## src/isaPkg.sv

```systemverilog
package isaPkg;

  // Word and field widths
  localparam int wordBits = 32;
  localparam int opcodeBits = 4;
  // Address field sits below the opcode
  localparam int operandBits = 28;

  typedef logic [wordBits-1:0] word_t;
  typedef logic [opcodeBits-1:0] opcode_t;

  // Opcode values, top four bits of the instruction
  localparam opcode_t opAdd = 4'd0;
  localparam opcode_t opSubt = 4'd1;
  localparam opcode_t opAnd = 4'd2;
  localparam opcode_t opOr = 4'd3;
  localparam opcode_t opNot = 4'd4;
  localparam opcode_t opHalt = 4'd5;
  localparam opcode_t opLoad = 4'd6;
  localparam opcode_t opStore = 4'd7;
  localparam opcode_t opClear = 4'd8;
  localparam opcode_t opSkip = 4'd9;
  localparam opcode_t opJump = 4'd10;

  // Accumulator action chosen by decode
  typedef enum logic [2:0] {
    aluHold,
    aluLoad,
    aluAdd,
    aluSub,
    aluAnd,
    aluOr,
    aluNot,
    aluClear
  } aluOp_t;

endpackage

```

## src/memPkg.sv

```systemverilog
package memPkg;

  // Word addressed memory, program and data share it
  localparam int memAddrBits = 8;
  localparam int memWords = 1 << memAddrBits;

  // Low bits of the instruction address field
  typedef logic [memAddrBits-1:0] memAddr_t;

endpackage

```

## src/storePort.sv

```systemverilog
`timescale 1ns/10ps

module storePort (
  input  logic             clock,
  input  logic             rstN,
  // From the sequencer
  input  logic             inValid,
  input  memPkg::memAddr_t inAddr,
  input  isaPkg::word_t    inData,
  output logic             inReady,
  // Toward the outside
  input  logic             outReady,
  output logic             outValid,
  output memPkg::memAddr_t outAddr,
  output isaPkg::word_t    outData
);

  // One entry, accepts only when empty
  assign inReady = !outValid;

  // Occupancy flag
  always_ff @(posedge clock or negedge rstN) begin
    if (!rstN) begin
      outValid <= 1'b0;
    end else if (inValid && inReady) begin
      outValid <= 1'b1;
    end else if (outValid && outReady) begin
      outValid <= 1'b0;
    end
  end

  // Held stable until the outside takes it
  always_ff @(posedge clock) begin
    if (inValid && inReady) begin
      outAddr <= inAddr;
      outData <= inData;
    end
  end

endmodule

```

## config.mk

```make
export PLATFORM = sky130hd
export DESIGN_NAME = storePort
export DESIGN_NICKNAME = d
export VERILOG_FILES = /design/src/isaPkg.sv /design/src/memPkg.sv /design/src/storePort.sv
export SDC_FILE = /design/constraint.sdc
export NUM_CORES = 1
export LEC_CHECK = 0
export BUFFER_PORTS_ARGS = -buffer_cell sky130_fd_sc_hd__buf_2
export CELL_PAD_IN_SITES_DETAIL_PLACEMENT = 0
export CELL_PAD_IN_SITES_GLOBAL_PLACEMENT = 1
export CORE_MARGIN = 4
export CORE_UTILIZATION = 34
export CTS_CLUSTER_SIZE = 25
export DETAILED_ROUTE_END_ITERATION = 6
export PLACE_DENSITY = 0.89
export SKIP_CTS_REPAIR_TIMING = 1
export SYNTH_ARGS = -nofsm -noshare
export SYNTH_HDL_FRONTEND = slang
export SYNTH_SLANG_ARGS = --single-unit
```

## constraint.sdc

```tcl
create_clock -name clock -period 5.33 [get_ports clock]
set_input_delay 0.2665 -clock clock [delete_from_list [all_inputs] [get_ports clock]]
set_output_delay 0.2665 -clock clock [all_outputs]
set_load 0.005 [all_outputs]
```

* Word level (Yosys, flattened, before mapping)
Index checks and enable logic that the tools add are counted.
Word-level totals: output and inout port bits 42, register bits 41, logic and storage cells 9, input bits 44
Cells by class: reductions and logical operators 4, mux-type cells 2
Operators with widths (number):
- logical AND 1 bit | 2
- two-way mux 1 bit | 2
- nonzero test 2 bit | 1
- zero test 1 bit | 1

* Longest topological paths before layout
Gate-level depths: netlist of run 1.
word-level depth 3, depth in mapped cells 2, mapped depth without buffers 2

* Least setup slack after synthesis of run 1
No wires, ideal clock.
path type register -> register, from reg outValid, to reg outAddr[0], enable pin, buffers on the path 0, arrival 1.488 ns, clock period less this slack 1.894 ns, path slack 3.436 ns, required time 4.924 ns, setup time 0.406 ns, cell stages (with the launch flop) 2, cells stage by stage dfrtp_1 > nor2b_2
Between the ends: cells in the longest elaborated chain, start to end 2
Ends and longest elaborated chain:
- start: declaration | line storePort.sv:13 | output logic outValid,
- start signal: assignment | line storePort.sv:24 | outValid <= 1'b0;
- start signal: assignment | line storePort.sv:26 | outValid <= 1'b1;
- start signal: assignment | line storePort.sv:28 | outValid <= 1'b0;
- zero test 1 bit | line storePort.sv:19 | assign inReady = !outValid;
- logical AND 1 bit | line storePort.sv:34 | if (inValid && inReady) begin
- end signal: assignment | line storePort.sv:35 | outAddr <= inAddr;
- end: declaration | line storePort.sv:14 | output memPkg::memAddr_t outAddr,
No other way between the ends. A chain may end at the register's enable or synchronous reset.

* Worst setup path after layout of run 1
from reg outValid, to reg outData[24], enable pin
Between the ends: cells in the longest elaborated chain, start to end 2
Ends and longest elaborated chain:
- zero test 1 bit | line storePort.sv:19
- logical AND 1 bit | line storePort.sv:34
- end signal: assignment | line storePort.sv:36 | outData <= inData;
- end: declaration | line storePort.sv:15 | output isaPkg::word_t outData
No other way between the ends.

==> results of run 1 <==
per-layer routing:
layer	vias up	part of all wire, %	GRT usage (%)	routed length [um]
li1	359	-	-	-
met1	338	31	8.16	730
met2	49	52	16.7	1230
met5	-	0	0	0
met4	0	2.1	6.70	49
met3	7	14	5.19	332
path summary, 6_finish.rpt:
kind	to	cells after the start	slack, ns	start
setup / recovery	outData[24]	1	3.70	outValid
hold reg to reg	outValid	2	0.60	outValid
max in group asynchronous	outValid	2	4.95	rstN
min in group asynchronous	outValid	2	0.30	rstN
setup reg to reg	outData[24]	1	3.70	outValid
hold / removal	outData[5]	1	0.16	inData[5]
cell type report:
| class | instances | area (um2) |
|---|---|---|
| Clock buffer | 6 | 72.6 |
| Clock inverter | 2 | 10.0 |
| Fill cell | 302 | 1620 |
| Inverter | 1 | 3.75 |
| Multi-Input combinational cell | 2 | 21.3 |
| Sequential cell | 41 | 1230 |
| Tap cell | 46 | 57.6 |
| Timing Repair Buffer | 86 | 435 |
sequential cells by signal, summed over array words and instances, names as in the netlist:
name      flops
outAddr       8
outData      32
outValid      1
stage by stage:
stage	worst slack (ns)	instances	util [%]
2_1_floorplan	3.44	44	-
3_3_place_gp	3.76	175	50.4
3_5_place_dp	3.66	175	50.4
4_1_cts	3.66	183	52.8
5_1_grt	3.56	184	53.1
6_report	3.70	184	53.1
cell usage in the layout (no fill, tap or decap):
cell type	instances
buf_2	85
edfxtp_1	40
clkbuf_8	5
clkinv_2	2
inv_1	1
nor2b_4	1
o21bai_1	1
clkbuf_1	1
dlygate4sd3_1	1
dfrtp_1	1
power groups by stage:
stage / sequential [mW] / clock (mW) / combinational (mW)
global placement: 0.395 / 0 / 0.0532
floorplan: 0.400 / 0 / 0.0105
CTS: 0.389 / 0.190 / 0.0550
finish: 0.389 / 0.183 / 0.0539
global route: 0.391 / 0.207 / 0.0605
detailed placement: 0.396 / 0 / 0.0551
kinds of logic (layout without fill, tap and decap cells):
family                 Yosys count  after routing
flip-flops                      41             41
AO/OA/AOI/OAI                    1              1
AND/OR/NAND/NOR                  1              1
buffers and inverters            1             95
==> metrics.yaml, run 1 <==
route:
  wl_per_cell_um: 12.7
  drtIter0Drc: 38
  drc: 0
  drt_first_pass_iters: 4
  via_count: 753
  postRouteAntennaNets: 0
  avgViaCountPerCell: 4.09
  routed_wl_um: 2340
die:
  pin_count: 86
  row_count: 21
  start_util_pct: 36.2
  die_h_um: 68.5
  core_um2: 3440
  chipWidth_um: 68.5
  die_area_um2: 4700
synthesis:
  synth.area.mux_share_pct: 0
  ys_async_sr_fraction_pct: 2.44
  yosys-top-cells-area: "edfxtp_1, dfrtp_1, nor2b_2"
  synth_xor_area_share_pct: 0
  synth.top_cell.area_share_pct: 96.4
  synth_fa_ha_area_share_pct: 0
  synth_area_um2: 1250
  yosys.cell_types.count: 5
  yosys_register_bits: 41
  synthSimpleGateAreaFrac_pct: 0.703
  postSynthAreaPerCell_um2: 28.3
  synth-warning-count: 0
  syn_nets: 88
  synth_top_family_by_area: "simple AND/OR/NAND/NOR gates"
  synth_commonest_cells: "edfxtp_1, dfrtp_1, inv_1, nor2b_2, o21bai_1"
  synth_compound_area_share_pct: 0.602
  yosysSeqAreaShare_pct: 98.4
  synth_edf_count: 40
  yosysMostFrequentCell: "edfxtp_1"
  synthCells: 44
  synth_top_cell_by_area: "edfxtp_1"
  synth_ff_type: "edfxtp_1"
global_route:
  grt_pass1_wl_um: 3130
  antenna_found_initial: 0
  grt_max_degree: 42
  overflow: 0
  grt.total_usage_pct: 9.58
  first_global_vias: 776
sta:
  worst_pin_slew_ns: 1.04
  finalSetupTns_ns: 0
  timing.fmax_mhz: 614
  post-route-min-period_ns: 1.63
  slew_headroom_pct: 30.6
  setup_viol: 0
  drv_slew: 0
  finalCritPeriodShare_pct: 30.6
  rsz0062_at_grt: "false"
  whs_ns: 0.158
  fin_worst_skew_ns: 0.00132
  hold_viol: 0
critical_path:
  critPathTopFamily: "simple AND/OR/NAND/NOR gates"
  required_ns: 5.23
  cp_cell_sequence: "nor2b_4"
  critPathCaptureType: "register"
  crit_type: "register to register"
  cp.arrival_ns: 1.53
  cpPeakStageDelay_ns: 0.82
  cp_max_fo: 41
  crit_buf_inv: 0
  startpoint_type: "register"
  cpMaxStageDelayCell: "nor2b_4"
pwr:
  comb_power_share_pct: 8.6
  cell_internal_pwr_mw: 0.501
  vdd_ir_drop_max_v: 0.000165
  leakagePower_nw: 0.788
  power_per_cell_area_nw_per_um2: 343
  swShare_pct: 20.0
  p_total_mw: 0.626
  clkPwrFrac_pct: 29.3
  switching_power_mw: 0.125
  seqPwrFrac_pct: 62.1
placed_design:
  dp_hpwl_um: 1820
  portBuffers: 85
  gp_congestion: 0.704
  placed_cell_area_um2: 1730
finish:
  fin_area_um2: 1830
  nNetsFinal: 181
  drive_gt1_share_pct: 67.4
  area_delta_synth_final_pct: 46.6
  antenna_cells: 0
min_path:
  min_path_type: "input port to register"
clocking:
  clkLatencyLatePin_ns: 0.28
  cts_num_sinks: 41
  cts_root_buffer: "clkbuf_8"
  cts_tree: "yes"
  cts_made_buffers: 5
  cts.clk_slew.worst_paths_ns: 0.07
  htree_levels: 2
  clockBufferDepth: 2
flow_run:
  cap_viol_max_count: 0
status:
  status: "finished clean"
Note: power is estimated with default switching activity, not from simulation.
==> inputs of run 2 (changes only) <==
ABC_AREA = 1   (was unset)
CORE_UTILIZATION = 31   (was 34)
PLACE_DENSITY = 0.82   (was 0.89)
clock period = 1.5 ns   (was 5.33 ns; I/O delays follow)
==> metrics.yaml, run 2 <==
die:
  die_h_um: 71.6  # was 68.5 um
  core_um2: 3770  # was 3440 um2
  row_count: 22  # was 21
  die_area_um2: 5130  # was 4700 um2
  chipWidth_um: 71.6  # was 68.5 um
  start_util_pct: 33.2  # was 36.2%
  pin_count: 86  # unchanged
synthesis:
  synth.top_cell.area_share_pct: 95.8  # was 96.4%
  syn_nets: 91  # was 88
  synthCells: 47  # was 44
  yosysSeqAreaShare_pct: 97.8  # was 98.4%
  ys_async_sr_fraction_pct: 2.44  # unchanged
  synth_commonest_cells: "edfxtp_1, inv_1, nand2_2"  # was edfxtp_1, dfrtp_1, inv_1, nor2b_2, o21bai_1
  synth_top_cell_by_area: "edfxtp_1"  # unchanged
  postSynthAreaPerCell_um2: 26.7  # was 28.3 um2
  yosys_register_bits: 41  # unchanged
  synth_area_um2: 1250  # about the same
  yosysMostFrequentCell: "edfxtp_1"  # unchanged
  yosys-top-cells-area: "edfxtp_1, dfrtp_1, nand2_2"  # was edfxtp_1, dfrtp_1, nor2b_2
  yosys.cell_types.count: 6  # was 5
  synth-warning-count: 0  # unchanged
  synth_ff_type: "edfxtp_1"  # unchanged
  synth_edf_count: 40  # unchanged
flow_run:
  cap_viol_max_count: 0  # unchanged
finish:
  layout.cells.most_common_list: "buf_2, dlygate4sd3_1, edfxtp_1"  # was buf_2, edfxtp_1, clkbuf_8
  largestRegisters: "outData (32), outAddr (8), outValid (1)"  # unchanged
  antenna_cells: 0  # unchanged
  nNetsFinal: 226  # was 181
  largest_register_ffs: 32  # unchanged
  top_register: "outData"  # unchanged
  final_common_cell: "buf_2"  # unchanged
  final_core_util_pct: 61.0  # was 53.1%
  final_cells: 231  # was 184
  drive_gt1_share_pct: 54.1  # was 67.4%
  area_delta_synth_final_pct: 83.5  # was 46.6%
  fin_area_um2: 2300  # was 1830 um2
global_route:
  grt_pass1_wl_um: 4200  # was 3130 um
  met2_usage_pct: 18.1  # was 16.7%
  use_met1_pct: 11.6  # was 8.16%
  use_met3_pct: 6.31  # was 5.19%
  grt_busiest_layer: "met2"  # unchanged
  antenna_found_initial: 0  # unchanged
  first_global_vias: 865  # was 776
  grt.total_usage_pct: 10.9  # was 9.58%
  grt_max_degree: 30  # was 42
  overflow: 0  # unchanged
clocking:
  cts.clk_slew.worst_paths_ns: 0.08  # was 0.07 ns
  cts_made_buffers: 5  # unchanged
  clockBufferDepth: 2  # unchanged
  cts_tree: "yes"  # unchanged
  cts_root_buffer: "clkbuf_8"  # unchanged
  htree_levels: 2  # unchanged
  cts_num_sinks: 41  # unchanged
  clkLatencyLatePin_ns: 0.29  # was 0.28 ns
route:
  drt_first_pass_iters: 3  # was 4
  wl_per_cell_um: 13.4  # was 12.7 um
  drc: 0  # unchanged
  postRouteAntennaNets: 0  # unchanged
  drtIter0Drc: 7  # was 38
  routed_wl_um: 3100  # was 2340 um
  via_count: 949  # was 753
  avgViaCountPerCell: 4.11  # was 4.09
min_path:
  min_path_type: "input port to register"  # unchanged
critical_path:
  critPathCaptureType: "register"  # unchanged
  required_ns: 1.48  # was 5.23 ns
  startpoint_type: "register"  # unchanged
  crit_type: "register to register"  # unchanged
  cp_max_fo: 29  # was 41
  cp.arrival_ns: 1.15  # was 1.53 ns
placed_design:
  portBuffers: 85  # unchanged
  placed_cells: 182  # was 175
  dp_slack_ns: 0.380  # was 3.66 ns
  placed_cell_area_um2: 1770  # was 1730 um2
  gp_congestion: 0.681  # was 0.704
  dp_hpwl_um: 2150  # was 1820 um
sta:
  hold_viol: 0  # unchanged
  drv_slew: 0  # unchanged
  setup_ws_ns: 0.338  # was 3.70 ns
  finalCritPeriodShare_pct: 77.4  # was 30.6%
  worst_pin_slew_ns: 0.152  # was 1.04 ns
  slew_headroom_pct: 89.8  # was 30.6%
  timing.fmax_mhz: 861  # was 614 MHz
  whs_ns: 0.0554  # was 0.158 ns
  finalSetupTns_ns: 0  # unchanged
  setup_viol: 0  # unchanged
  post-route-min-period_ns: 1.16  # was 1.63 ns
  fin_worst_skew_ns: 0.0102  # was 0.00132 ns
  rsz0062_at_grt: "false"  # unchanged
status:
  status: "finished clean"  # unchanged
pwr:
  power_per_cell_area_nw_per_um2: 1120  # was 343 nW/um2
  p_total_mw: 2.58  # was 0.626 mW
  vdd_ir_drop_max_v: 0.000808  # was 0.000165 V
  leakagePower_nw: 0.985  # was 0.788 nW
-- run 2: path summary, 6_finish.rpt --
kind | slack (ns) | end | depth (start not counted) | startpoint
min | 0.06 | outValid | 3 | inValid
min in group asynchronous | 0.09 | outValid | 2 | rstN
max reg2reg | 0.34 | outAddr[3] | 4 | outValid
max | 0.34 | outAddr[3] | 4 | outValid
min reg2reg | 0.59 | outValid | 2 | outValid
max in group asynchronous | 1.32 | outValid | 2 | rstN
-- run 2: cell type report --
| type | instances | area, um2 |
|---|---|---|
| clock buffers | 6 | 82.6 |
| clock inverters | 2 | 37.5 |
| fillers | 292 | 1470 |
| inverters | 3 | 15.0 |
| multi-input cells | 3 | 16.3 |
| flip-flops and latches | 41 | 1230 |
| well taps | 48 | 60.1 |
| repair buffers | 128 | 863 |
-- run 2: routing by layer --
metal,up-vias,wire [um]
met5,-,0
met2,60,1660
met1,435,986
met3,7,390
met4,0,59
li1,447,-
-- run 2: worst max-delay path: stages (launching register included) --
cell        delay, ns
dfrtp_1          0.41
inv_2            0.07
nand2_2          0.08
clkinvlp_4       0.10
buf_12           0.19
-- run 2: logic make-up (layout without fill, tap and decap cells) --
kind of cell | after synthesis | in the layout | share of synthesized area [%]
buf+inv | 3 | 139 | 0.898
flops | 41 | 41 | 97.8
simple gates | 3 | 3 | 1.30
-- run 2: report_power, final --
| group | switching (mW) | internal [mW] | total [mW] |
|---|---|---|---|
| sequential | 0.0222 | 1.36 | 1.38 |
| clock | 0.354 | 0.541 | 0.895 |
| combinational | 0.124 | 0.177 | 0.301 |
