**src/isaPkg.sv**
```systemverilog
package isaPkg;

  // Word and field widths
  localparam int wordBits = 32;
  localparam int opcodeBits = 4;
  // Address field sits below the opcode
  localparam int operandBits = 28;

  typedef logic [wordBits-1:0] word_t;
  typedef logic [opcodeBits-1:0] opcode_t;

  // Opcode values, top four bits of the instruction
  localparam opcode_t opAdd = 4'd0;
  localparam opcode_t opSubt = 4'd1;
  localparam opcode_t opAnd = 4'd2;
  localparam opcode_t opOr = 4'd3;
  localparam opcode_t opNot = 4'd4;
  localparam opcode_t opHalt = 4'd5;
  localparam opcode_t opLoad = 4'd6;
  localparam opcode_t opStore = 4'd7;
  localparam opcode_t opClear = 4'd8;
  localparam opcode_t opSkip = 4'd9;
  localparam opcode_t opJump = 4'd10;

  // Accumulator action chosen by decode
  typedef enum logic [2:0] {
    aluHold,
    aluLoad,
    aluAdd,
    aluSub,
    aluAnd,
    aluOr,
    aluNot,
    aluClear
  } aluOp_t;

endpackage

```
**src/accumulatorAlu.sv**
```systemverilog
`timescale 1ns/10ps

module accumulatorAlu (
  input  logic           clock,
  input  logic           rstN,
  input  logic           clear,
  input  logic           exec,
  input  isaPkg::aluOp_t aluOp,
  input  isaPkg::word_t  operand,
  output isaPkg::word_t  acc,
  output logic           accZero
);
  import isaPkg::*;

  word_t negOperand;
  word_t accNext;

  // Two's complement of the operand for Subt
  assign negOperand = ~operand + word_t'(1);

  // Result of the current action, sums wrap modulo 2^32
  always_comb begin
    case (aluOp)
      aluLoad: accNext = operand;
      aluAdd: accNext = acc + operand;
      aluSub: accNext = acc + negOperand;
      aluAnd: accNext = acc & operand;
      aluOr: accNext = acc | operand;
      aluNot: accNext = ~acc;
      aluClear: accNext = '0;
      default: accNext = acc;
    endcase
  end

  // Accumulator register
  always_ff @(posedge clock or negedge rstN) begin
    if (!rstN) begin
      acc <= '0;
    end else if (clear) begin
      // Fresh run starts from zero
      acc <= '0;
    end else if (exec) begin
      acc <= accNext;
    end
  end

  // Feeds the Skip test
  assign accZero = (acc == '0);

endmodule

```
**config.mk**
```make
export PLATFORM = sky130hd
export DESIGN_NAME = accumulatorAlu
export DESIGN_NICKNAME = d
export VERILOG_FILES = /design/src/isaPkg.sv /design/src/accumulatorAlu.sv
export SDC_FILE = /design/constraint.sdc
export NUM_CORES = 1
export LEC_CHECK = 0
export ABC_AREA = 1
export BUFFER_PORTS_ARGS = -buffer_cell sky130_fd_sc_hd__buf_2
export CELL_PAD_IN_SITES_DETAIL_PLACEMENT = 1
export CELL_PAD_IN_SITES_GLOBAL_PLACEMENT = 1
export CORE_ASPECT_RATIO = 1.2
export CORE_UTILIZATION = 42
export CTS_CLUSTER_DIAMETER = 150
export DETAILED_ROUTE_END_ITERATION = 6
export PLACE_DENSITY = 0.81
export SLEW_MARGIN = 20
export SYNTH_ARGS = -nofsm -noshare
export SYNTH_HDL_FRONTEND = slang
export SYNTH_SLANG_ARGS = --single-unit
```
**constraint.sdc**
```tcl
create_clock -name clock -period 2.35 [get_ports clock]
set_input_delay 0.3525 -clock clock [delete_from_list [all_inputs] [get_ports clock]]
set_output_delay 0.3525 -clock clock [all_outputs]
set_load 0.01 [all_outputs]
```
After elaboration in Yosys (flattened, before gate mapping) --
Index checks and enable logic that the tools add are counted.
Operators by class: bitwise operators 4, reductions and logical operators 4, equality and inequality tests 7, shift operators 0, divide/modulo/power cells 0, mux-type cells 3, $lt $le $gt $ge 0, add/sub/neg operators 3, $mul 0
Operators by type and width (number):
- $pmux 32 s7 | 1
- $add 32x32->32 | 2
- $mux 32 | 2
- $not 32->32 | 2
- $add 32x1->32 const B | 1
- $and 32x32->32 | 1
- $logic_not 32->1 | 1
- $or 32x32->32 | 1
- $eq 3x3->1 const B | 4
- $reduce_bool 8->1 | 1
- $eq 3x2->1 const B | 2
- $eq 3x1->1 const B | 1
- $reduce_and 2->1 | 1
- $reduce_bool 2->1 | 1
Storage, ports and cells: register bits after elaboration 32, memories kept 0, bits in latches 0, bits of input ports 39, output and inout bits 33, RAM bits 0, ROM bits 0, word-level logic and storage cells 22

Depth between registers and ports, before layout --
Gate-level depths: netlist of the first run.
depth after elaboration 6, gate-level depth with buffers 18, depth with buffers taken out 18

Worst setup path after synthesis of the first run --
OpenSTA, ideal clock, no wires.
path kind reg2reg, start register acc[0], end register acc[30], period minus slack after synthesis 2.015 ns, slack 0.335 ns, data arrival time 1.898 ns, stages on the path, launching flop included 15, data required time 2.233 ns, path through dfrtp_1 -> inv_1 -> ha_1 -> inv_1 -> fa_1 -> nand3_1 -> nand3_1 -> nand2_1 -> nand3_1 -> nand2_1 -> nand3_1 -> nand3_1 -> nand3_1 -> nand2_1 -> nand2_1
Between the ends: word-level cells in the longest chain between the ends 4, elaborated cells on any way between the ends 5, those cells by class add/sub (2); mux (3)
Ends and longest elaborated chain:
- start, declared | line accumulatorAlu.sv:10 | output isaPkg::word_t acc,
- start signal, assigned | line accumulatorAlu.sv:43 | acc <= accNext;
- $add 32x32->32 (on tied branches) | line accumulatorAlu.sv:26, accumulatorAlu.sv:25
- $pmux 32 s7 * | line accumulatorAlu.sv:23 | case (aluOp)
- $mux 32 * | line accumulatorAlu.sv:42 | end else if (exec) begin
- $mux 32 * | line accumulatorAlu.sv:39 | end else if (clear) begin
Mark *: on every way between the ends. The rest lies on a longest branch, timed or not. The select of a mux whose other input is x is not followed. A chain may end at the register's enable or synchronous reset.

Final worst setup path of the first run --
start register acc[5], end register acc[16]
Same word-level chain as after synthesis.

==> run metrics, run 1 <==
mapped cell area=just under 8000 um2; Final GP Congestion=around 1; cts hold-fix bufs=0; Total GRT Usage=40.6%; met2 Use GR=71.4%; global-route wire length before repair=between 60 and 70 mm; 1st-pass router iterations=6; Hold Fails Final Rpt=0; most frequent cell after synthesis=nand2_1; H-tree depth=2; Ports=72; Pins Over Slew Limit=0; biggest regs=acc (32); Remaining DRCs=0; Top reg by flops=acc; TritonCTS buffer count=5; P_leak=6.01 nW; CTS sink cnt=32; max_cap viols=0; CTS max path bufs=2; PwrDens=390 nW/um2; Hold WC Path Type=in -> async; TritonCTS clock tree=done; syn_nets=1586; EDFF count, synth=0; Seq cells post-synth=32; Die Span X=around 130 um; vias in the first global route=11541; minimum clock period=2.70 ns; Total Wirelength=45.5 mm; Layout area overhead=33.7%; global-route met1 utilization=41.3%; CP max FO=6; Top FF cell, synth=dfrtp_1; Worst Skew=0.00778 ns; DR vias=11545; max reg flops=32; final worst setup slack=-0.351 ns; Avg WL per Cell=23.7 um; post-DP HPWL=31.8 mm; critical path startpoint category=flop; Starting Density=43.0%; initial DRC count=923; largest net degree at the start of global routing=33; RR Startpoint=acc[5]; CP Launch Point=acc[5]; Critical Path End Type=flop; die extent in y=152 um; most used routing layer in global routing=met2; arrival time worst endpoint=2.86 ns; Max Freq=370 MHz; worst-margin pin slew=roughly 0.62 ns; slew margin rel.=59.0%; layout cells sized above 1=24.6%; initial antenna violation count=0; Row Count=54; syn avg cell area=5.47 um2; clk slew on worst S/H paths=0.07 ns; fillers=2639; die footprint=19300 um2; failing checks=negative setup slack; CP required=2.51 ns; clock latency on the worst-skew pair=0.31 ns; DR vias/cell=6.03; top cell type by total area after synthesis=nand2_1; Nets=1810; Synth warnings=0; Syn Inst Count=roughly 1400; Synth top area share=roughly 22%; CP Class=reg -> reg; outcome=finished, violations left; fraction of registers with async set/reset=between 90% and 100%; period utilization=115%; clock root buffer=clkbuf_16; count of input and output buffers=71; Final Core Density=57.5%; Antenna Nets Post-Route=0; maximum VDD drop=0.267 mV; number of distinct library cells after synthesis=39; ranking of synthesized cells by area=nand2_1, ha_1, inv_1; M3 GR Usage=7.32%; Placeable Area=18300 um2; total congestion overflow=0; hold_ws=approximately 0.13 ns; commonest cells in the netlist=nand2_1, inv_1, nand3_1; post-synthesis sequential area ratio=10.2%; Final Setup Violations=10
-- cell usage in the layout (no fill, tap or decap), types with 3 or more instances in the layout --
cell,count
nand2_1,443
inv_1,275
buf_4,187
nand3_1,120
a21oi_1,84
ha_1,81
nor2_1,74
buf_2,71
dfrtp_1,32
nand4_1,25
o21ai_1,24
nor2_2,23
nand2_2,22
o21ai_0,19
inv_2,17
ha_4,17
nand3_2,16
o22ai_1,16
o221ai_1,15
nor3_1,9
o21bai_1,9
nor2_4,9
nor4_1,7
a21oi_2,7
o211ai_1,7
nor3_2,6
ha_2,6
and2_1,5
clkbuf_16,5
nand2_4,4
buf_12,4
a21boi_1,3
-- final cells by class --
class                      instances  area (um2)  share of cell area (%)
multi-input combinational       1070        6330                    60.1
timing repair buffer             264        1860                    17.7
inverter                         292        1100                    10.4
sequential                        32         801                    7.60
tap                              252         315                    2.99
clock buffer                       5         125                    1.19
antenna                            1        2.50                  0.0238
-- path summary, 6_finish.rpt --
path,to,slack (ns),depth (start not counted)
max in group asynchronous,acc[14],1.79,2
hold / removal,acc[31],0.13,2
min in group clock,acc[11],0.45,3
hold reg to reg,acc[11],0.61,2
setup reg to reg,acc[16],-0.35,15
setup / recovery,acc[16],-0.35,15
-- cell families after synthesis --
kind of cell,count (synthesis),share of synthesized area (%)
xor gates and xnor gates,2,0.222
adders and majority gates,106,17.0
DFF,32,10.2
buffers and inverters,339,17.2
AOI/OAI and AO/OA,188,13.9
and+or+nand+nor,774,41.5
-- per-layer routing --
metal	up-vias	wire length, um
li1	4981	-
met2	772	21000
met5	-	0
met4	0	5470
met3	400	3660
met1	5392	15400
-- repair_timing --
| action | 4_1_cts | 5_1_grt |
|---|---|---|
| pin swaps | 0 | 11 |
| cloned | 0 | 0 |
| endpoints found under the setup margin | 19 | 24 |
| gates resized for setup | 22 | 123 |
| buffers inserted | 0 | 5 |
-- report_power, final --
| part | leakage (nW) | total [mW] | switching (mW) | internal, mW |
|---|---|---|---|---|
| combinational | 5.52 | 2.76 | 1.75 | 1.00 |
| clock | 0.0616 | 0.719 | 0.340 | 0.378 |
| sequential | 0.431 | 0.626 | 0.0331 | 0.593 |
| total | 6.01 | 4.10 | 2.13 | 1.98 |
-- worst max-delay path: stages (launching register included) --
cell and delay [ns]:
dfrtp_1 0.41, inv_1 0.16, ha_4 0.25, nor2_1 0.31, buf_4 0.18, nand2_1 0.08
inv_1 0.13, nand2_4 0.07, nand2_2 0.11, nand2_1 0.10, nand3_1 0.12, nand2_1 0.11
nand3_2 0.19, nand3_1 0.14, nand2_1 0.09, o21ai_1 0.08
-- through the flow --
stage | cell area (um2) | total power, mW | std cells | setup TNS [ns] | setup WS (ns)
after floorplan | 7880 | 1.88 | 1441 | 0 | 0.335
after global placement | 9760 | 2.87 | 1905 | -1.01 | -0.188
after detailed placement | 9760 | 2.96 | 1905 | -2.28 | -0.214
after CTS | 9960 | 3.68 | 1910 | -0.0107 | -0.0107
after global routing | 10500 | 4.26 | 1915 | -2.44 | -0.482
final | 10500 | 4.10 | 1916 | -1.03 | -0.351
Note: power is estimated with default switching activity, not from simulation.
==> run 2, diff against run 1 <==
Settings changed: CORE_UTILIZATION 42 to 40, PLACE_DENSITY 0.81 to 0.77.
==> run metrics, run 2 (synthesis results as in run 1) <==
outcome=finished, violations left (unchanged); failing checks=negative setup slack (unchanged); commonest non-fill, non-tap cell in the layout=nand2_1 (unchanged); Hold WC Path Type=in -> async (unchanged); Remaining DRCs=0 (unchanged); CP required=2.00 ns (was 2.51 ns); CP max FO=4 (was 6); critical path startpoint category=flop (unchanged); initial DRC count=616 (was 923); global-route wire length before repair=61.0 mm (was 60.0 mm); H-tree depth=2 (unchanged); layout cells sized above 1=23.7% (was 24.6%); maximum VDD drop=0.270 mV (was 0.267 mV); Nets=1813 (was 1810); Antenna Nets Post-Route=0 (unchanged); Final GP Congestion=1.02 (about the same); Die Span X=130 um (was 127 um); Total GRT Usage=40.8% (was 40.6%); fillers=2807 (was 2639); vias in the first global route=11315 (was 11541); Design Power=3.99 mW (was 4.10 mW); Ports=72 (unchanged); die footprint=20300 um2 (was 19300 um2); Finished Cell Area=10500 um2 (about the same); Hold Fails Final Rpt=0 (unchanged); Max Freq=422 MHz (was 370 MHz); P_leak=6.02 nW (was 6.01 nW); period utilization=101% (was 115%); Avg WL per Cell=21.6 um (was 23.7 um); TritonCTS buffer count=5 (unchanged); CTS max path bufs=2 (unchanged); Worst Skew=0.00586 ns (was 0.00778 ns); Post-DP Area=9790 um2 (was 9760 um2); Row Count=55 (was 54); Pins Over Slew Limit=0 (unchanged); Placeable Area=19100 um2 (was 18300 um2); arrival time worst endpoint=2.02 ns (was 2.86 ns); DR vias=10830 (was 11545); Final Core Density=55.1% (was 57.5%); initial antenna violation count=0 (unchanged); max_cap viols=0 (unchanged); clock latency on the worst-skew pair=0.31 ns (about the same); Final Setup Violations=1 (was 10); 1st-pass router iterations=5 (was 6); final worst setup slack=-0.0217 ns (was -0.351 ns); clk slew on worst S/H paths=0.07 ns (about the same); Starting Density=41.3% (was 43.0%); max reg flops=32 (unchanged); most frequent cells in the layout=nand2_1, inv_1, buf_4 (unchanged); PwrDens=380 nW/um2 (was 390 nW/um2); largest net degree at the start of global routing=32 (was 33); clock root buffer=clkbuf_16 (unchanged); die extent in y=156 um (was 152 um); count of input and output buffers=71 (unchanged); DR vias/cell=5.63 (was 6.03); biggest regs=acc (32) (unchanged); Top reg by flops=acc (unchanged); CP Class=reg -> out (was reg -> reg); Total Wirelength=41.6 mm (was 45.5 mm); slew margin rel.=49.8% (was 59.0%); Layout area overhead=33.2% (was 33.7%); multi-input combinational cell area=6250 um2 (was 6330 um2); total congestion overflow=0 (unchanged); CTS sink cnt=32 (unchanged); Critical Path End Type=output port (was flop); post-place setup slack=-0.322 ns (was -0.214 ns); n_diodes=0 (was 1); post-DP HPWL=32.6 mm (was 31.8 mm); worst-margin pin slew=0.753 ns (was 0.615 ns); RSZ-0062 raised after global routing=true; minimum clock period=2.37 ns (was 2.70 ns); TritonCTS clock tree=done (unchanged); Storage cell area=802 um2 (was 801 um2)
## run 2: worst max-delay path, cell delays in order (launching register included)
cell	delay, ns
dfrtp_1	0.40
buf_6	0.15
nor4_4	0.44
buf_4	0.19
nand4_1	0.08
buf_6	0.16
nor4_4	0.12
buf_2	0.17
## run 2: final timing paths
kind | startpoint | to | slack (ns) | depth (start not counted)
min in group clock | operand[6] | acc[6] | 0.40 | 3
worst min register to register | acc[9] | acc[9] | 0.58 | 2
max in group asynchronous | rstN | acc[8] | 1.60 | 2
worst max register to register | acc[0] | acc[10] | 0.06 | 14
worst max-delay path | acc[16] | accZero | -0.02 | 7
worst min-delay path | rstN | acc[29] | 0.1 | 1
## run 2: layer usage
layer	routed length, um	GRT usage (%)	vias to the layer above
met1	15100	41.7	5180
met4	4140	35.7	0
met2	19900	69.1	437
met5	0	0	-
met3	2420	9.71	227
li1	-	-	4986
## run 2: area by class of cell
type / count / share of cell area (%)
Timing Repair Buffer: 267 / 18.0
Clock buffer: 8 / 1.39
Sequential cell: 32 / 7.64
Inverter: 292 / 10.4
Multi-Input combinational cell: 1070 / 59.5
Tap cell: 256 / 3.05
## run 2: where the power goes
part / switching, mW / internal (mW) / total, mW / leakage (nW)
clock network: 0.336 / 0.426 / 0.761 / 0.0712
logic: 1.63 / 0.985 / 2.61 / 5.52
registers: 0.0259 / 0.594 / 0.620 / 0.430
total: 1.99 / 2.00 / 3.99 / 6.02
## run 2: repair_timing
action                                  4_1_cts  5_1_grt
pin swaps                                     0        9
endpoints found under the setup margin       17       24
cloned                                        0        0
resized for setup                            17      102
buffers inserted                              0        5
hold buffers                                  0        0
## run 2: metrics by stage
step,std cells,TNS [ns],hold slack (ns)
floorplan,1441,0,0.0569
detailed placement,1912,-2.67,0.413
CTS,1920,0,0.0974
global placement,1912,-1.57,0.424
global route,1925,-0.462,0.122
finish,1925,-0.0217,0.100
==> run 3, diff against run 2 <==
Settings changed: BUFFER_PORTS_ARGS -buffer_cell sky130_fd_sc_hd__buf_2 to default, CAP_MARGIN from default to 10, CORE_UTILIZATION 40 to 45, DONT_BUFFER_PORTS from default to 1, PLACE_DENSITY 0.77 to 0.81.
==> run metrics, run 3 (synthesis results as in run 1) <==
period utilization=106% (was 101%); slew margin rel.=32.4% (was 49.8%); Net Sw Power=1.94 mW (was 1.99 mW); CP Class=reg -> out (unchanged); max reg flops=32 (unchanged); Total GRT Usage=42.8% (was 40.8%); minimum clock period=2.49 ns (was 2.37 ns); Max Freq=402 MHz (was 422 MHz); fillers=2432 (was 2807); clk slew on worst S/H paths=0.07 ns (about the same); Slowest cell on crit path=dfrtp_1 (was nor4_4); switching share of power=51.6% (was 49.8%); DR vias=10400 (was 10830); CTS sink cnt=32 (unchanged); clock root buffer=clkbuf_16 (unchanged); clock latency on the worst-skew pair=0.31 ns (about the same); Top reg by flops=acc (unchanged); PwrDens=398 nW/um2 (was 380 nW/um2); 1st-pass router iterations=6 (was 5); Logic pwr share=63.2% (was 65.4%); Design Power=3.76 mW (was 3.99 mW); layout cells sized above 1=16.7% (was 23.7%); CP Buf/Inv Count=2 (was 4); most frequent cells in the layout=nand2_1, inv_1, nand3_1 (was nand2_1, inv_1, buf_4); CP max FO=3 (was 4); Layout Cells excl Fill=1723 (was 1925); outcome=finished, violations left (unchanged); arrival time worst endpoint=2.13 ns (was 2.02 ns); final worst setup slack=-0.136 ns (was -0.0217 ns); Hold Fails Final Rpt=0 (unchanged); TritonCTS buffer count=5 (unchanged); Die Span X=123 um (was 130 um); Hold WC Path Type=in -> reg (was in -> async); global-route wire length before repair=57.6 mm (was 61.0 mm); vias in the first global route=10724 (was 11315); Final GP Congestion=1.07 (was 1.02); total congestion overflow=0 (unchanged); clock network power share=20.3% (was 19.1%); Antenna Nets Post-Route=0 (unchanged); biggest regs=acc (32) (unchanged); CP required=2.00 ns (about the same); Critical Path End Type=output port (unchanged); worst-margin pin slew=1.01 ns (was 0.753 ns); die footprint=18000 um2 (was 20300 um2); Total Wirelength=40.2 mm (was 41.6 mm); maximum VDD drop=0.281 mV (was 0.270 mV); Starting Density=46.4% (was 41.3%); crit-path cells=inv_1 > nand4_1 > nor3_2 > nand3_1 > nor4_2 > buf_4 (was buf_6 > nor4_4 > buf_4 > nand4_1 > buf_6 > nor4_4 > buf_2); Flop pwr share=16.5% (was 15.5%); CP delay by family, top=simple AND/OR/NAND/NOR gates (was buffers and inverters); TritonCTS clock tree=done (unchanged); DR vias/cell=6.04 (was 5.63); Avg WL per Cell=23.3 um (was 21.6 um); Pins Over Slew Limit=0 (unchanged); initial antenna violation count=0 (unchanged); max_cap viols=0 (unchanged); n_diodes=0 (unchanged); largest net degree at the start of global routing=33 (was 32); Worst path max stage delay=0.39 ns (was 0.44 ns); CTS max path bufs=2 (unchanged); H-tree depth=2 (unchanged); Ports=72 (unchanged); failing checks=negative setup slack (unchanged); initial DRC count=738 (was 616); post-DP HPWL=29.5 mm (was 32.6 mm); Worst Skew=0.0117 ns (was 0.00586 ns); Placed Cells=1706 (was 1912); Final Setup Violations=1 (unchanged); Remaining DRCs=0 (unchanged); RSZ-0062 raised after global routing=true (unchanged); Pint=1.82 mW (was 2.00 mW); Row Count=52 (was 55); Placeable Area=17000 um2 (was 19100 um2); die extent in y=147 um (was 156 um); P_leak=5.26 nW (was 6.02 nW); commonest non-fill, non-tap cell in the layout=nand2_1 (unchanged); critical path startpoint category=flop (unchanged); Layout area overhead=20.0% (was 33.2%); count of input and output buffers=0 (was 71); Nets=1651 (was 1813)
[run 3: area by class of cell]
| cell class | count | area [um2] | share of cell area, % |
|---|---|---|---|
| Inverter | 292 | 1100 | 11.6 |
| Multi-Input combinational cell | 1070 | 6300 | 66.7 |
| Clock inverter | 1 | 7.51 | 0.0794 |
| Sequential cell | 32 | 801 | 8.47 |
| Clock buffer | 7 | 143 | 1.51 |
| Tap cell | 216 | 270 | 2.86 |
| Timing Repair Buffer | 105 | 836 | 8.84 |
[run 3: worst paths after layout]
path                       cells after the start  endpoint  slack (ns)       start
max                                            6   accZero       -0.14     acc[23]
min                                            2    acc[7]        0.23  operand[7]
max reg2reg                                   16   acc[23]           0      acc[1]
min reg2reg                                    2    acc[5]        0.58      acc[5]
max in group asynchronous                      2   acc[28]        1.54        rstN
min in group asynchronous                      2   acc[10]        0.61        rstN
[run 3: through the flow]
stage / setup TNS, ns / hold WS, ns / worst slack, ns / util (%) / instance area [um2]
after global routing: -1.16 / 0.244 / -0.194 / 55.7 / 9460
after detailed placement: -0.196 / 0.0581 / -0.0900 / 50.9 / 8640
after global placement: -0.00633 / 0.0577 / -0.00633 / 50.9 / 8640
after floorplan: 0 / 0.0569 / 0.335 / - / 7880
after CTS: 0 / 0.231 / 0.00904 / 52.2 / 8870
final: -0.136 / 0.228 / -0.136 / 55.7 / 9460
[run 3: worst reg2reg max path: stages, from the launching register on]
cell and delay [ns]:
dfrtp_1 0.41, inv_1 0.13, ha_4 0.23, nor2_4 0.10, nand2_1 0.10, nand2_2 0.16, nand2_1 0.10, nand2_1 0.10
nand2_1 0.11, nand2_2 0.13, nand2_1 0.08, nand2_1 0.09, nand2_1 0.06, nand3_1 0.11, nand3_4 0.15, nand2_2 0.11
nand2_1 0.06
[run 3: repair_timing]
| item | CTS | global route |
|---|---|---|
| endpoints found under the setup margin | 10 | 24 |
| buffers inserted | 0 | 7 |
| hold buffers | 2 | 0 |
| cloned | 0 | 0 |
| gates resized for setup | 9 | 124 |
| pin swaps | 1 | 11 |
| endpoints found under the hold margin | 32 | 0 |
[run 3: power by group through the flow]
| stage | Sequential [mW] | Combinational, mW | Clock, mW |
|---|---|---|---|
| after floorplan | 0.682 | 1.20 | 0 |
| after global placement | 0.625 | 1.93 | 0 |
| after detailed placement | 0.629 | 2.00 | 0 |
| after CTS | 0.618 | 2.05 | 0.754 |
| after global routing | 0.625 | 2.55 | 0.764 |
| final | 0.621 | 2.38 | 0.764 |
[run 3: routing by layer]
layer	global-route usage (%)	vias to the layer above	share of wire, %
met5	0	-	0
met4	36.5	0	9.8
met3	11.6	251	8.2
met2	71.2	516	47
met1	43.9	4964	35
li1	-	4669	-
