### config.mk
export PLATFORM = sky130hd
export DESIGN_NAME = instrDecode
export DESIGN_NICKNAME = d
export VERILOG_FILES = /design/src/isaPkg.sv /design/src/memPkg.sv /design/src/instrDecode.sv
export SDC_FILE = /design/constraint.sdc
export NUM_CORES = 1
export LEC_CHECK = 0
export BUFFER_PORTS_ARGS = -buffer_cell sky130_fd_sc_hd__buf_2
export CAP_MARGIN = 20
export CORE_AREA = 8 8 45 47
export DETAILED_ROUTE_END_ITERATION = 8
export DIE_AREA = 0 0 53 55
export SLEW_MARGIN = 20
export SYNTH_ARGS = -nofsm -noshare
export SYNTH_HDL_FRONTEND = slang
export SYNTH_SLANG_ARGS = --single-unit
export TNS_END_PERCENT = 50
### constraint.sdc
create_clock -name vclk -period 2.1
set_clock_uncertainty 0.1 [all_clocks]
set_input_delay 0.315 -clock vclk [all_inputs]
set_output_delay 0.315 -clock vclk [all_outputs]
set_load 0.02 [all_outputs]
### src/isaPkg.sv
package isaPkg;

  // Word and field widths
  localparam int wordBits = 32;
  localparam int opcodeBits = 4;
  // Address field sits below the opcode
  localparam int operandBits = 28;

  typedef logic [wordBits-1:0] word_t;
  typedef logic [opcodeBits-1:0] opcode_t;

  // Opcode values, top four bits of the instruction
  localparam opcode_t opAdd = 4'd0;
  localparam opcode_t opSubt = 4'd1;
  localparam opcode_t opAnd = 4'd2;
  localparam opcode_t opOr = 4'd3;
  localparam opcode_t opNot = 4'd4;
  localparam opcode_t opHalt = 4'd5;
  localparam opcode_t opLoad = 4'd6;
  localparam opcode_t opStore = 4'd7;
  localparam opcode_t opClear = 4'd8;
  localparam opcode_t opSkip = 4'd9;
  localparam opcode_t opJump = 4'd10;

  // Accumulator action chosen by decode
  typedef enum logic [2:0] {
    aluHold,
    aluLoad,
    aluAdd,
    aluSub,
    aluAnd,
    aluOr,
    aluNot,
    aluClear
  } aluOp_t;

endpackage

### src/memPkg.sv
package memPkg;

  // Word addressed memory, program and data share it
  localparam int memAddrBits = 8;
  localparam int memWords = 1 << memAddrBits;

  // Low bits of the instruction address field
  typedef logic [memAddrBits-1:0] memAddr_t;

endpackage

### src/instrDecode.sv
`timescale 1ns/10ps

module instrDecode (
  input  isaPkg::word_t    instr,
  output memPkg::memAddr_t operand,
  output isaPkg::aluOp_t   aluOp,
  output logic             needsOperand,
  output logic             isStore,
  output logic             isSkip,
  output logic             isJump,
  output logic             isHalt
);
  import isaPkg::*;
  import memPkg::*;

  opcode_t opcode;
  logic [operandBits-1:0] addrField;

  // Opcode on top, address field below
  assign opcode = instr[wordBits-1 -: opcodeBits];
  assign addrField = instr[operandBits-1:0];
  // Only the low address bits reach the memory
  assign operand = addrField[memAddrBits-1:0];

  // Instruction class per opcode
  always_comb begin
    aluOp = aluHold;
    needsOperand = 1'b0;
    isStore = 1'b0;
    isSkip = 1'b0;
    isJump = 1'b0;
    isHalt = 1'b0;
    case (opcode)
      // Memory read plus accumulator update
      opAdd: begin
        aluOp = aluAdd;
        needsOperand = 1'b1;
      end
      opSubt: begin
        aluOp = aluSub;
        needsOperand = 1'b1;
      end
      opAnd: begin
        aluOp = aluAnd;
        needsOperand = 1'b1;
      end
      opOr: begin
        aluOp = aluOr;
        needsOperand = 1'b1;
      end
      opLoad: begin
        aluOp = aluLoad;
        needsOperand = 1'b1;
      end
      // Accumulator only
      opNot: aluOp = aluNot;
      opClear: aluOp = aluClear;
      // Control flow and output
      opStore: isStore = 1'b1;
      opSkip: isSkip = 1'b1;
      opJump: isJump = 1'b1;
      opHalt: isHalt = 1'b1;
      // Anything else runs as a no-op
      default: aluOp = aluHold;
    endcase
  end

endmodule

After elaboration in Yosys (flattened, before gate mapping)
Cells that the tools add are included.
{"block": "totals", "regBits": 0, "ramBits": 0, "latch_bits": 0, "mem_bits_ro": 0, "n_memories": 0}
{"block": "classes", "shift": 0, "n_mul": 0, "bitwise": 0, "n_mux": 6, "div": 0, "add_sub_neg": 0, "magnitude_cmp": 0, "eq_ne": 10, "reduce_logical": 2}
{"op": "case mux 3 bit (7 select lines)", "n": 1}
{"op": "== test 4 x 3 -> 1 bit, second input constant", "n": 4}
{"op": "== test 4 bit, second input constant", "n": 3}
{"op": "== test 4 x 2 -> 1 bit, second input constant", "n": 2}
{"op": "2-to-1 mux 1 bit", "n": 5}
{"op": "OR reduction 5 bit", "n": 1}
{"op": "== test 4 x 1 -> 1 bit, second input constant", "n": 1}
{"op": "logical NOT 4 bit", "n": 1}

Depth between registers and ports, before layout
Gate-level depths: netlist of the first run.
{"block": "logic_depth", "depth_word": 3, "ltp_mapped": 3}

Worst setup path before layout of the first run
No wires, ideal clock.
{"block": "synth_timing", "path_type": "input to output", "startpoint": "input port instr[30]", "endpoint": "output port isSkip", "slack_ps": 502, "path_stages": 2, "required_ps": 1685, "arrival_ps": 1183, "path_cell_list": "buf_4 -> nor4bb_1"}
{"block": "synth_via", "elab_chain_cells": 2}
{"element": "from (decl)", "line_no": "instrDecode.sv:4", "text": "input isaPkg::word_t instr,"}
{"element": "== test 4 bit", "line_no": "instrDecode.sv:33", "text": "case (opcode)"}
{"element": "2-to-1 mux 1 bit", "line_no": "instrDecode.sv:33"}
{"element": "to (decl)", "line_no": "instrDecode.sv:9", "text": "output logic isSkip,"}
No other way between the ends.

Final worst setup path of the first run
{"block": "layout_timing", "startpoint": "input port instr[30]", "endpoint": "output port aluOp[0]"}
{"block": "layout_via", "elab_chain_cells": 2}
{"element": "== test 4 bit, or another cell as far along", "line_no": "instrDecode.sv:33"}
{"element": "case mux 3 bit (7 select lines) *", "line_no": "instrDecode.sv:33"}
{"element": "to (decl)", "line_no": "instrDecode.sv:6", "text": "output isaPkg::aluOp_t aluOp,"}
Mark *: on every way between the ends. The rest lies on a longest branch, timed or not.

==> impl_metrics.json, run 1 <==
{
  "fin_crit_ns": 1.555,
  "globalRouteOverflowTotal": 0,
  "worstHoldPathType": "in -> out",
  "routed_wire_length_per_instance_um": 11.80,
  "top_signal_layer_used": "met3",
  "final_max_slew_viol_count": 0,
  "synth_top_area_share": 0.3333,
  "port-buffer-count": 12,
  "critPathMaxFanout": 11,
  "largest_net_degree_at_the_start_of_global_routing": 12,
  "maxSlewHeadroom": 0.8472,
  "design.final.nets": 62,
  "dr.pass1.iters": 2,
  "synth_fp_nets": 58,
  "die-width_um": 53,
  "num-clock-buffers": 0,
  "post_synth_main_area_contributors": "sky130_fd_sc_hd__buf_4 33%, sky130_fd_sc_hd__nor4bb_1 9.9%, sky130_fd_sc_hd__nor3b_1 7.4%, sky130_fd_sc_hd__and4bb_2 6.2%, sky130_fd_sc_hd__buf_6 5.6%",
  "pwr_density_cell_nw_per_um2": 210.2,
  "pre_cts_ws_ns": 0.5452,
  "swShare": 0.6015,
  "antenna_violating_nets_post_route": 0,
  "drt-vias-per-instance": 3.795,
  "floorplan.initialDensity": 0.1465,
  "maxCapViolCount": 0,
  "synth_seq_area_share": 0,
  "core_area_um2": 1384,
  "synth.distinct_cells": 14,
  "crit_buf_inv": 2,
  "critical_path.cell_chain": "buf_2, nor4bb_1, or3_1, buf_2",
  "grt_setup_unrepaired": "no",
  "power.sequential.fraction": 0,
  "io_pins": 48,
  "flow.area_growth_from_synthesis_pct": 0.6177,
  "mostFrequentLayoutCells": "12 x sky130_fd_sc_hd__buf_2, 3 x sky130_fd_sc_hd__nor2_1, 2 x sky130_fd_sc_hd__nor3b_1, 2 x sky130_fd_sc_hd__nor4bb_1",
  "finalCritPeriodShare": 0.7402,
  "post_cts_resize_count": 0,
  "row_count": 14,
  "power.share.combinational": 1.000,
  "dr.first_iter.drc_count": 1,
  "leakagePower_nw": 0.1021,
  "setup_violations": 0,
  "wl_met2_um": 172,
  "drc": 0,
  "postLayoutSetupSlackWorst_ns": 0.5455,
  "postSynthCellCount": 26,
  "worstSetupStartpointType": "input port",
  "switchingPower_mw": 0.02578,
  "post_route_cells_drive_above_1_share": 0.5000,
  "grt_pass1_vias": 161,
  "syn_std_cell_area_um2": 202.7,
  "max_freq_mhz": 643.3,
  "cp_slowest_stage_delay_ns": 0.34,
  "die_h_um": 55,
  "met1_length_um": 240,
  "total_power_mw": 0.04287,
  "fin_cells": 44,
  "cp-end-kind": "primary output",
  "worstPathArrival_ns": 1.14,
  "cpLargestDelayFamily": "simple AND/OR/NAND/NOR gates",
  "worst_slew_pin_slew_ns": 0.2261,
  "cts_post_setup_buffers_inserted": 0,
  "cell_internal_pwr_mw": 0.01708,
  "met3_length_um": 107,
  "track_usage": 0.03324,
  "synth.yosys.warnings": 0,
  "final_hold_viol_count": 0,
  "grt_antenna_before_repair": 0,
  "crit_required_ns": 1.68,
  "clock_power_share": 0,
  "finalWirelength_um": 519,
  "dr_total_vias": 167,
  "gp_congestion": 0.6272,
  "total_number_of_sequential_cells": 0,
  "placed_cells_incl_taps": 44,
  "synth_area_leader_cell": "sky130_fd_sc_hd__buf_4",
  "maximum_ir_drop_on_the_vdd_rail_mv": 0.04136,
  "area.sequential_um2": 0,
  "layout.cells.most_common": "sky130_fd_sc_hd__buf_2",
  "grt_pass1_wl_um": 793,
  "cts-hold-fix-buffers": 0,
  "die-area_um2": 2915,
  "dp.final_hpwl_um": 400.5,
  "path_common_cell": "sky130_fd_sc_hd__buf_2",
  "worst-setup-path-type": "in -> out",
  "insertedDiodeCount": 0,
  "cpMaxStageDelayCell": "sky130_fd_sc_hd__or3_1",
  "setup_tns_ns": 0,
  "synth_area_per_inst_um2": 7.796,
  "run_status": "completed"
}
path summary, 6_finish.rpt:
path / to / depth (start not counted) / start
max: aluOp[0] / 4 / instr[30]
min: operand[4] / 0 / instr[4]
kinds of logic after synthesis:
family	synth area share
AO/OA/AOI/OAI	0.06789
XOR/XNOR	0.04322
adder cells (fa/ha/maj)	0.05555
AND/OR/NAND/NOR	0.4445
buffers and inverters	0.3889
cell usage after synthesis:
library cell / instances
sky130_fd_sc_hd__buf_4: 9
sky130_fd_sc_hd__nor2_1: 3
sky130_fd_sc_hd__nor3b_1: 2
sky130_fd_sc_hd__nor4bb_1: 2
sky130_fd_sc_hd__a21oi_1: 1
sky130_fd_sc_hd__a22o_1: 1
sky130_fd_sc_hd__and4b_1: 1
sky130_fd_sc_hd__and4bb_2: 1
sky130_fd_sc_hd__buf_6: 1
sky130_fd_sc_hd__maj3_2: 1
sky130_fd_sc_hd__nand2b_1: 1
sky130_fd_sc_hd__nor4b_1: 1
sky130_fd_sc_hd__or3_1: 1
sky130_fd_sc_hd__xor2_1: 1
layer usage:
layer | global-route usage | vias up
met5 | 0 | -
met4 | 0.008621 | 0
met3 | 0.02139 | 0
met2 | 0.04297 | 10
met1 | 0.04374 | 67
li1 | - | 90
power groups by stage:
stage | Sequential, mW | Combinational (mW) | Clock [mW]
floorplan | 0 | 0.0523 | 0
global placement | 0 | 0.0426 | 0
detailed placement | 0 | 0.0433 | 0
CTS | 0 | 0.0434 | 0
global route | 0 | 0.0471 | 0
finish | 0 | 0.0429 | 0
layout make-up:
type,instances,area (µm²)
multi-input combinational,16,123.9
fill,152,1180
tap,16,20.02
timing repair buffer,12,60.06
through the flow:
| step | util | hold slack, ns | area, µm² |
|---|---|---|---|
| floorplan | - | 0.6098 | 202.7 |
| global placement | 0.1474 | 0.5301 | 203.9 |
| detailed placement | 0.1474 | 0.5301 | 203.9 |
| CTS | 0.1474 | 0.5301 | 203.9 |
| global route | 0.1474 | 0.5300 | 203.9 |
| finish | 0.1474 | 0.5300 | 203.9 |
No activity file was read; power rests on OpenSTA's default activity.
==> run 2, diff against run 1 <==
- ABC_AREA: not set -> 1
- clock period: 2.1 -> 1.35 ns (I/O delays scaled with it)
==> run 2 against run 1 <==
  * Sequential cell count unchanged
  * Cell count increased by 25%
  * Die area unchanged
  * Via count increased by 12%
  * Worst hold slack got worse by 0.23 ns
  * Critical path depth increased by 3
  * Largest power group unchanged
  * Worst setup slack got worse by 0.33 ns
  * Critical endpoint is now aluOp[2]
  * Synthesized area decreased by 19%
  * Synthesized cell count increased by 35%
  * Clock-buffer cell count unchanged
==> impl_metrics.json, run 2 <==
{
  "layout.cells.most_common": "sky130_fd_sc_hd__nand2_1",
  "maximum_ir_drop_on_the_vdd_rail_mv": 0.06282,
  "final_area_um2": 185.2,
  "track_usage": 0.03106,
  "synth_top_area_share": 0.3636,
  "die-width_um": 53,
  "post-synth-top-count-cell": "sky130_fd_sc_hd__nand2_1",
  "final_max_slew_viol_count": 0,
  "pwr_density_cell_nw_per_um2": 331.6,
  "port-buffer-count": 12,
  "gp_congestion": 0.7523,
  "total_number_of_sequential_cells": 0,
  "crit_buf_inv": 3,
  "leakagePower_nw": 0.1262,
  "num-clock-buffers": 0,
  "core_area_um2": 1384,
  "endpoint_with_the_worst_hold_slack": "operand[4]",
  "postSynthCellCount": 35,
  "design.final.nets": 73,
  "floorplan.initialDensity": 0.1193,
  "setup_violations": 0,
  "synth_fp_nets": 67,
  "post_route_cells_drive_above_1_share": 0.3077,
  "cpMaxStageDelayCell": "sky130_fd_sc_hd__buf_2",
  "cp_slowest_stage_delay_ns": 0.15,
  "synth_area_leader_cell": "sky130_fd_sc_hd__buf_4",
  "worstHoldPathType": "in -> out",
  "grt_pass1_wl_um": 765,
  "flow.area_growth_from_synthesis_pct": 12.12,
  "cts-hold-fix-buffers": 0,
  "row_count": 14,
  "maxSlewHeadroom": 0.8797,
  "post_cts_resize_count": 0,
  "globalRouteOverflowTotal": 0,
  "worst-setup-path-type": "in -> out",
  "synth.distinct_cells": 7,
  "dr_total_vias": 187,
  "io_pins": 48,
  "path_common_cell": "sky130_fd_sc_hd__nand2_1",
  "setup_tns_ns": 0,
  "post_synth_main_area_contributors": "sky130_fd_sc_hd__buf_4 36%, sky130_fd_sc_hd__nand2_1 30%, sky130_fd_sc_hd__nor2_1 18%, sky130_fd_sc_hd__inv_1 6.8%, sky130_fd_sc_hd__nand3_1 3.0%",
  "antenna_violating_nets_post_route": 0,
  "cts_post_setup_buffers_inserted": 0,
  "grt_pass1_vias": 165,
  "finalWirelength_um": 502,
  "final_hold_viol_count": 0,
  "insertedDiodeCount": 0,
  "dr.first_iter.drc_count": 2,
  "hold_path_startpoint": "instr[4]",
  "routed_wire_length_per_instance_um": 9.127,
  "hold_depth": 0,
  "cp-end-kind": "primary output",
  "syn_std_cell_area_um2": 165.2,
  "crit_required_ns": 1.05,
  "ys_top_cells_by_count": "13 x sky130_fd_sc_hd__nand2_1, 8 x sky130_fd_sc_hd__buf_4, 8 x sky130_fd_sc_hd__nor2_1",
  "area.sequential_um2": 0,
  "worstPathArrival_ns": 0.83,
  "drt-vias-per-instance": 3.400,
  "worst_slew_pin_slew_ns": 0.1798,
  "grt_setup_unrepaired": "no",
  "die-area_um2": 2915,
  "maxCapViolCount": 0,
  "worstSetupStartpointType": "input port",
  "postPlaceCellArea_um2": 185.2,
  "synth_area_per_inst_um2": 4.719,
  "grt_antenna_before_repair": 0,
  "cpLargestDelayFamily": "buffers and inverters",
  "dp.final_hpwl_um": 443.4,
  "finalCritPeriodShare": 0.8394,
  "synth.yosys.warnings": 0,
  "die_h_um": 55,
  "max_freq_mhz": 882.5,
  "mostFrequentLayoutCells": "13 x sky130_fd_sc_hd__nand2_1, 12 x sky130_fd_sc_hd__buf_2, 8 x sky130_fd_sc_hd__nor2_1",
  "fin_crit_ns": 1.133,
  "drc": 0,
  "run_status": "completed",
  "critPathMaxFanout": 5,
  "dr.pass1.iters": 2,
  "critical_path.cell_chain": "buf_2, inv_1, nand2_1, nand2_1, nand2_1, nand2_1, buf_2",
  "synth_seq_area_share": 0,
  "largest_net_degree_at_the_start_of_global_routing": 7
}
## run 2: kinds of logic (layout without fill, tap and decap cells)
logic type             count (synthesis)  count (layout)  synth area share
and+or+nand+nor                       23              23            0.5378
buffers and inverters                 11              15            0.4318
AOI/OAI and AO/OA                      1               1           0.03027
## run 2: final cells by class
cell class         instances  area (µm²)
fillers                  161        1199
multi-input cells         24       93.84
repair buffers            12       60.06
well taps                 16       20.02
inverters                  3       11.26
## run 2: how the worst max path moves through the flow
stage,start,endpoint,cells past startpoint
after global placement,instr[31],aluOp[0],5
after global routing,instr[29],needsOperand,6
after CTS,instr[31],aluOp[2],7
after detailed placement,instr[31],aluOp[2],7
final,instr[30],aluOp[2],7
after floorplan,instr[30],isJump,3
## run 2: per-layer routing
layer | routed length [µm] | part of all wire | GRT usage
met1 | 225 | 0.45 | 0.04374
met4 | 0 | 0 | 0.004310
met5 | 0 | 0 | 0
met3 | 110 | 0.22 | 0.02406
met2 | 166 | 0.33 | 0.03516
## run 2: stage by stage
| step | total power [mW] | std cells | setup WS [ns] | utilization | hold slack [ns] |
|---|---|---|---|---|---|
| 2_1_floorplan | 0.07048 | 35 | 0.2645 | - | 0.3881 |
| 3_3_place_gp | 0.06109 | 55 | 0.2316 | 0.1338 | 0.3051 |
| 3_5_place_dp | 0.06183 | 55 | 0.2188 | 0.1338 | 0.3051 |
| 4_1_cts | 0.06199 | 55 | 0.2178 | 0.1338 | 0.3051 |
| 5_1_grt | 0.06852 | 55 | 0.1103 | 0.1338 | 0.3051 |
| 6_report | 0.06141 | 55 | 0.2168 | 0.1338 | 0.3050 |
## run 2: power by group
part | internal (mW) | switching, mW
Sequential | 0 | 0
Clock | 0 | 0
Combinational | 0.0200 | 0.0414
Total | 0.0200 | 0.0414
==> run 3, diff against run 2 <==
- clock period: 1.35 -> 1.17 ns (I/O delays scaled with it)
==> run 3 against run 2 <==
  * Via count increased by 0.53%
  * Global-route usage unchanged
  * Sequential cell count unchanged
  * Design area did not move
  * Clock-buffer cell count stayed put
  * Critical path type unchanged
  * Worst hold slack worse by 0.054 ns
  * Combinational power is 16% higher
==> impl_metrics.json, run 3 (synthesis gave the netlist of run 2 again) <==
{
  "run_status": "completed",
  "maxSlewHeadroom": 0.8798,
  "total_number_of_sequential_cells": 0,
  "critPathMaxFanout": 5,
  "finalCritPeriodShare": 0.9183,
  "total_power_mw": 0.07101,
  "drt-vias-per-instance": 3.418,
  "leakagePower_nw": 0.1263,
  "globalRouteOverflowTotal": 0,
  "antenna_violating_nets_post_route": 0,
  "insertedDiodeCount": 0,
  "floorplan.initialDensity": 0.1193,
  "final_hold_viol_count": 0,
  "dp.final_hpwl_um": 443.4,
  "die-width_um": 53,
  "worst-setup-path-type": "in -> out",
  "num-clock-buffers": 0,
  "flow.area_growth_from_synthesis_pct": 12.12,
  "post_route_cells_drive_above_1_share": 0.3077,
  "setup_tns_ns": 0,
  "drc": 0,
  "nFillCells": 161,
  "finalWirelength_um": 496,
  "grt_setup_unrepaired": "no",
  "gp_congestion": 0.7523,
  "routed_wire_length_per_instance_um": 9.018,
  "core_area_um2": 1384,
  "maxCapViolCount": 0,
  "cp-end-kind": "primary output",
  "worst_slew_pin_slew_ns": 0.1797,
  "dr.first_iter.drc_count": 2,
  "dr_total_vias": 188,
  "pwr_density_cell_nw_per_um2": 383.4,
  "io_pins": 48,
  "mostFrequentLayoutCells": "13 x sky130_fd_sc_hd__nand2_1, 12 x sky130_fd_sc_hd__buf_2, 8 x sky130_fd_sc_hd__nor2_1",
  "row_count": 14,
  "crit_required_ns": 0.89,
  "worstPathArrival_ns": 0.80,
  "die_h_um": 55,
  "worstHoldPathType": "in -> out",
  "hold_path_startpoint": "instr[4]",
  "dr.pass1.iters": 2,
  "max_freq_mhz": 930.7,
  "worstSetupStartpointType": "input port",
  "fin_cells": 55,
  "cts-hold-fix-buffers": 0,
  "endpoint_with_the_worst_hold_slack": "operand[4]",
  "final_max_slew_viol_count": 0,
  "grt_antenna_before_repair": 0,
  "port-buffer-count": 12,
  "layout.cells.most_common": "sky130_fd_sc_hd__nand2_1",
  "grt_pass1_vias": 165,
  "track_usage": 0.03106,
  "largest_net_degree_at_the_start_of_global_routing": 7,
  "grt_pass1_wl_um": 765,
  "area.sequential_um2": 0,
  "design.final.nets": 73,
  "maximum_ir_drop_on_the_vdd_rail_mv": 0.07288,
  "setup_violations": 0,
  "fin_crit_ns": 1.074,
  "hold_depth": 0,
  "placed_cells_incl_taps": 55,
  "die-area_um2": 2915
}
==> run 3: metrics by stage <==
step | hold WS, ns | instance area [µm²] | worst slack (ns) | util
6_report | 0.2510 | 185.2 | 0.09557 | 0.1338
5_1_grt | 0.2511 | 185.2 | 0.004493 | 0.1338
4_1_cts | 0.2511 | 185.2 | 0.09176 | 0.1338
3_5_place_dp | 0.2511 | 185.2 | 0.09283 | 0.1338
3_3_place_gp | 0.2511 | 185.2 | 0.1056 | 0.1338
2_1_floorplan | 0.3341 | 165.2 | 0.1385 | -
==> run 3: final cells by class <==
cell class         count  area, µm²  area share
repair buffers        12      60.06      0.3243
inverters              3      11.26     0.06081
multi-input cells     24      93.84      0.5068
well taps             16      20.02      0.1081
==> run 3: critical path, cell delays in order <==
cell and delay, ns:
sky130_fd_sc_hd__buf_2 0.12, sky130_fd_sc_hd__inv_1 0.06, sky130_fd_sc_hd__nand2_1 0.08, sky130_fd_sc_hd__nand2_1 0.08, sky130_fd_sc_hd__nand2_1 0.06, sky130_fd_sc_hd__nand2_1 0.06
sky130_fd_sc_hd__buf_2 0.15
==> run 3: what timing repair did <==
item / in CTS / in global routing
setup endpoints to repair: 0 / 1
buffers inserted: 0 / 0
gates resized for setup: 0 / 1
==> run 3: per-layer routing <==
layer,vias up,share of wire,GRT usage
met4,0,0,0.004310
met2,11,0.33,0.03516
met3,0,0.22,0.02406
met1,71,0.44,0.04374
li1,106,-,-
met5,-,0,0
==> run 3: worst max path at each step <==
stage	slack (ns)	startpoint	endpoint	cells past startpoint
floorplan	0.14	instr[30]	isJump	3
global placement	0.11	instr[31]	aluOp[0]	5
detailed placement	0.09	instr[31]	aluOp[2]	7
CTS	0.09	instr[31]	aluOp[2]	7
global route	0.004	instr[29]	needsOperand	6
finish	0.1	instr[31]	aluOp[2]	7
==> run 3: power by group <==
| part | leakage, nW | switching (mW) | internal [mW] |
|---|---|---|---|
| clock network | 0 | 0 | 0 |
| registers | 0 | 0 | 0 |
| logic | 0.126 | 0.0478 | 0.0232 |
| total | 0.126 | 0.0478 | 0.0232 |
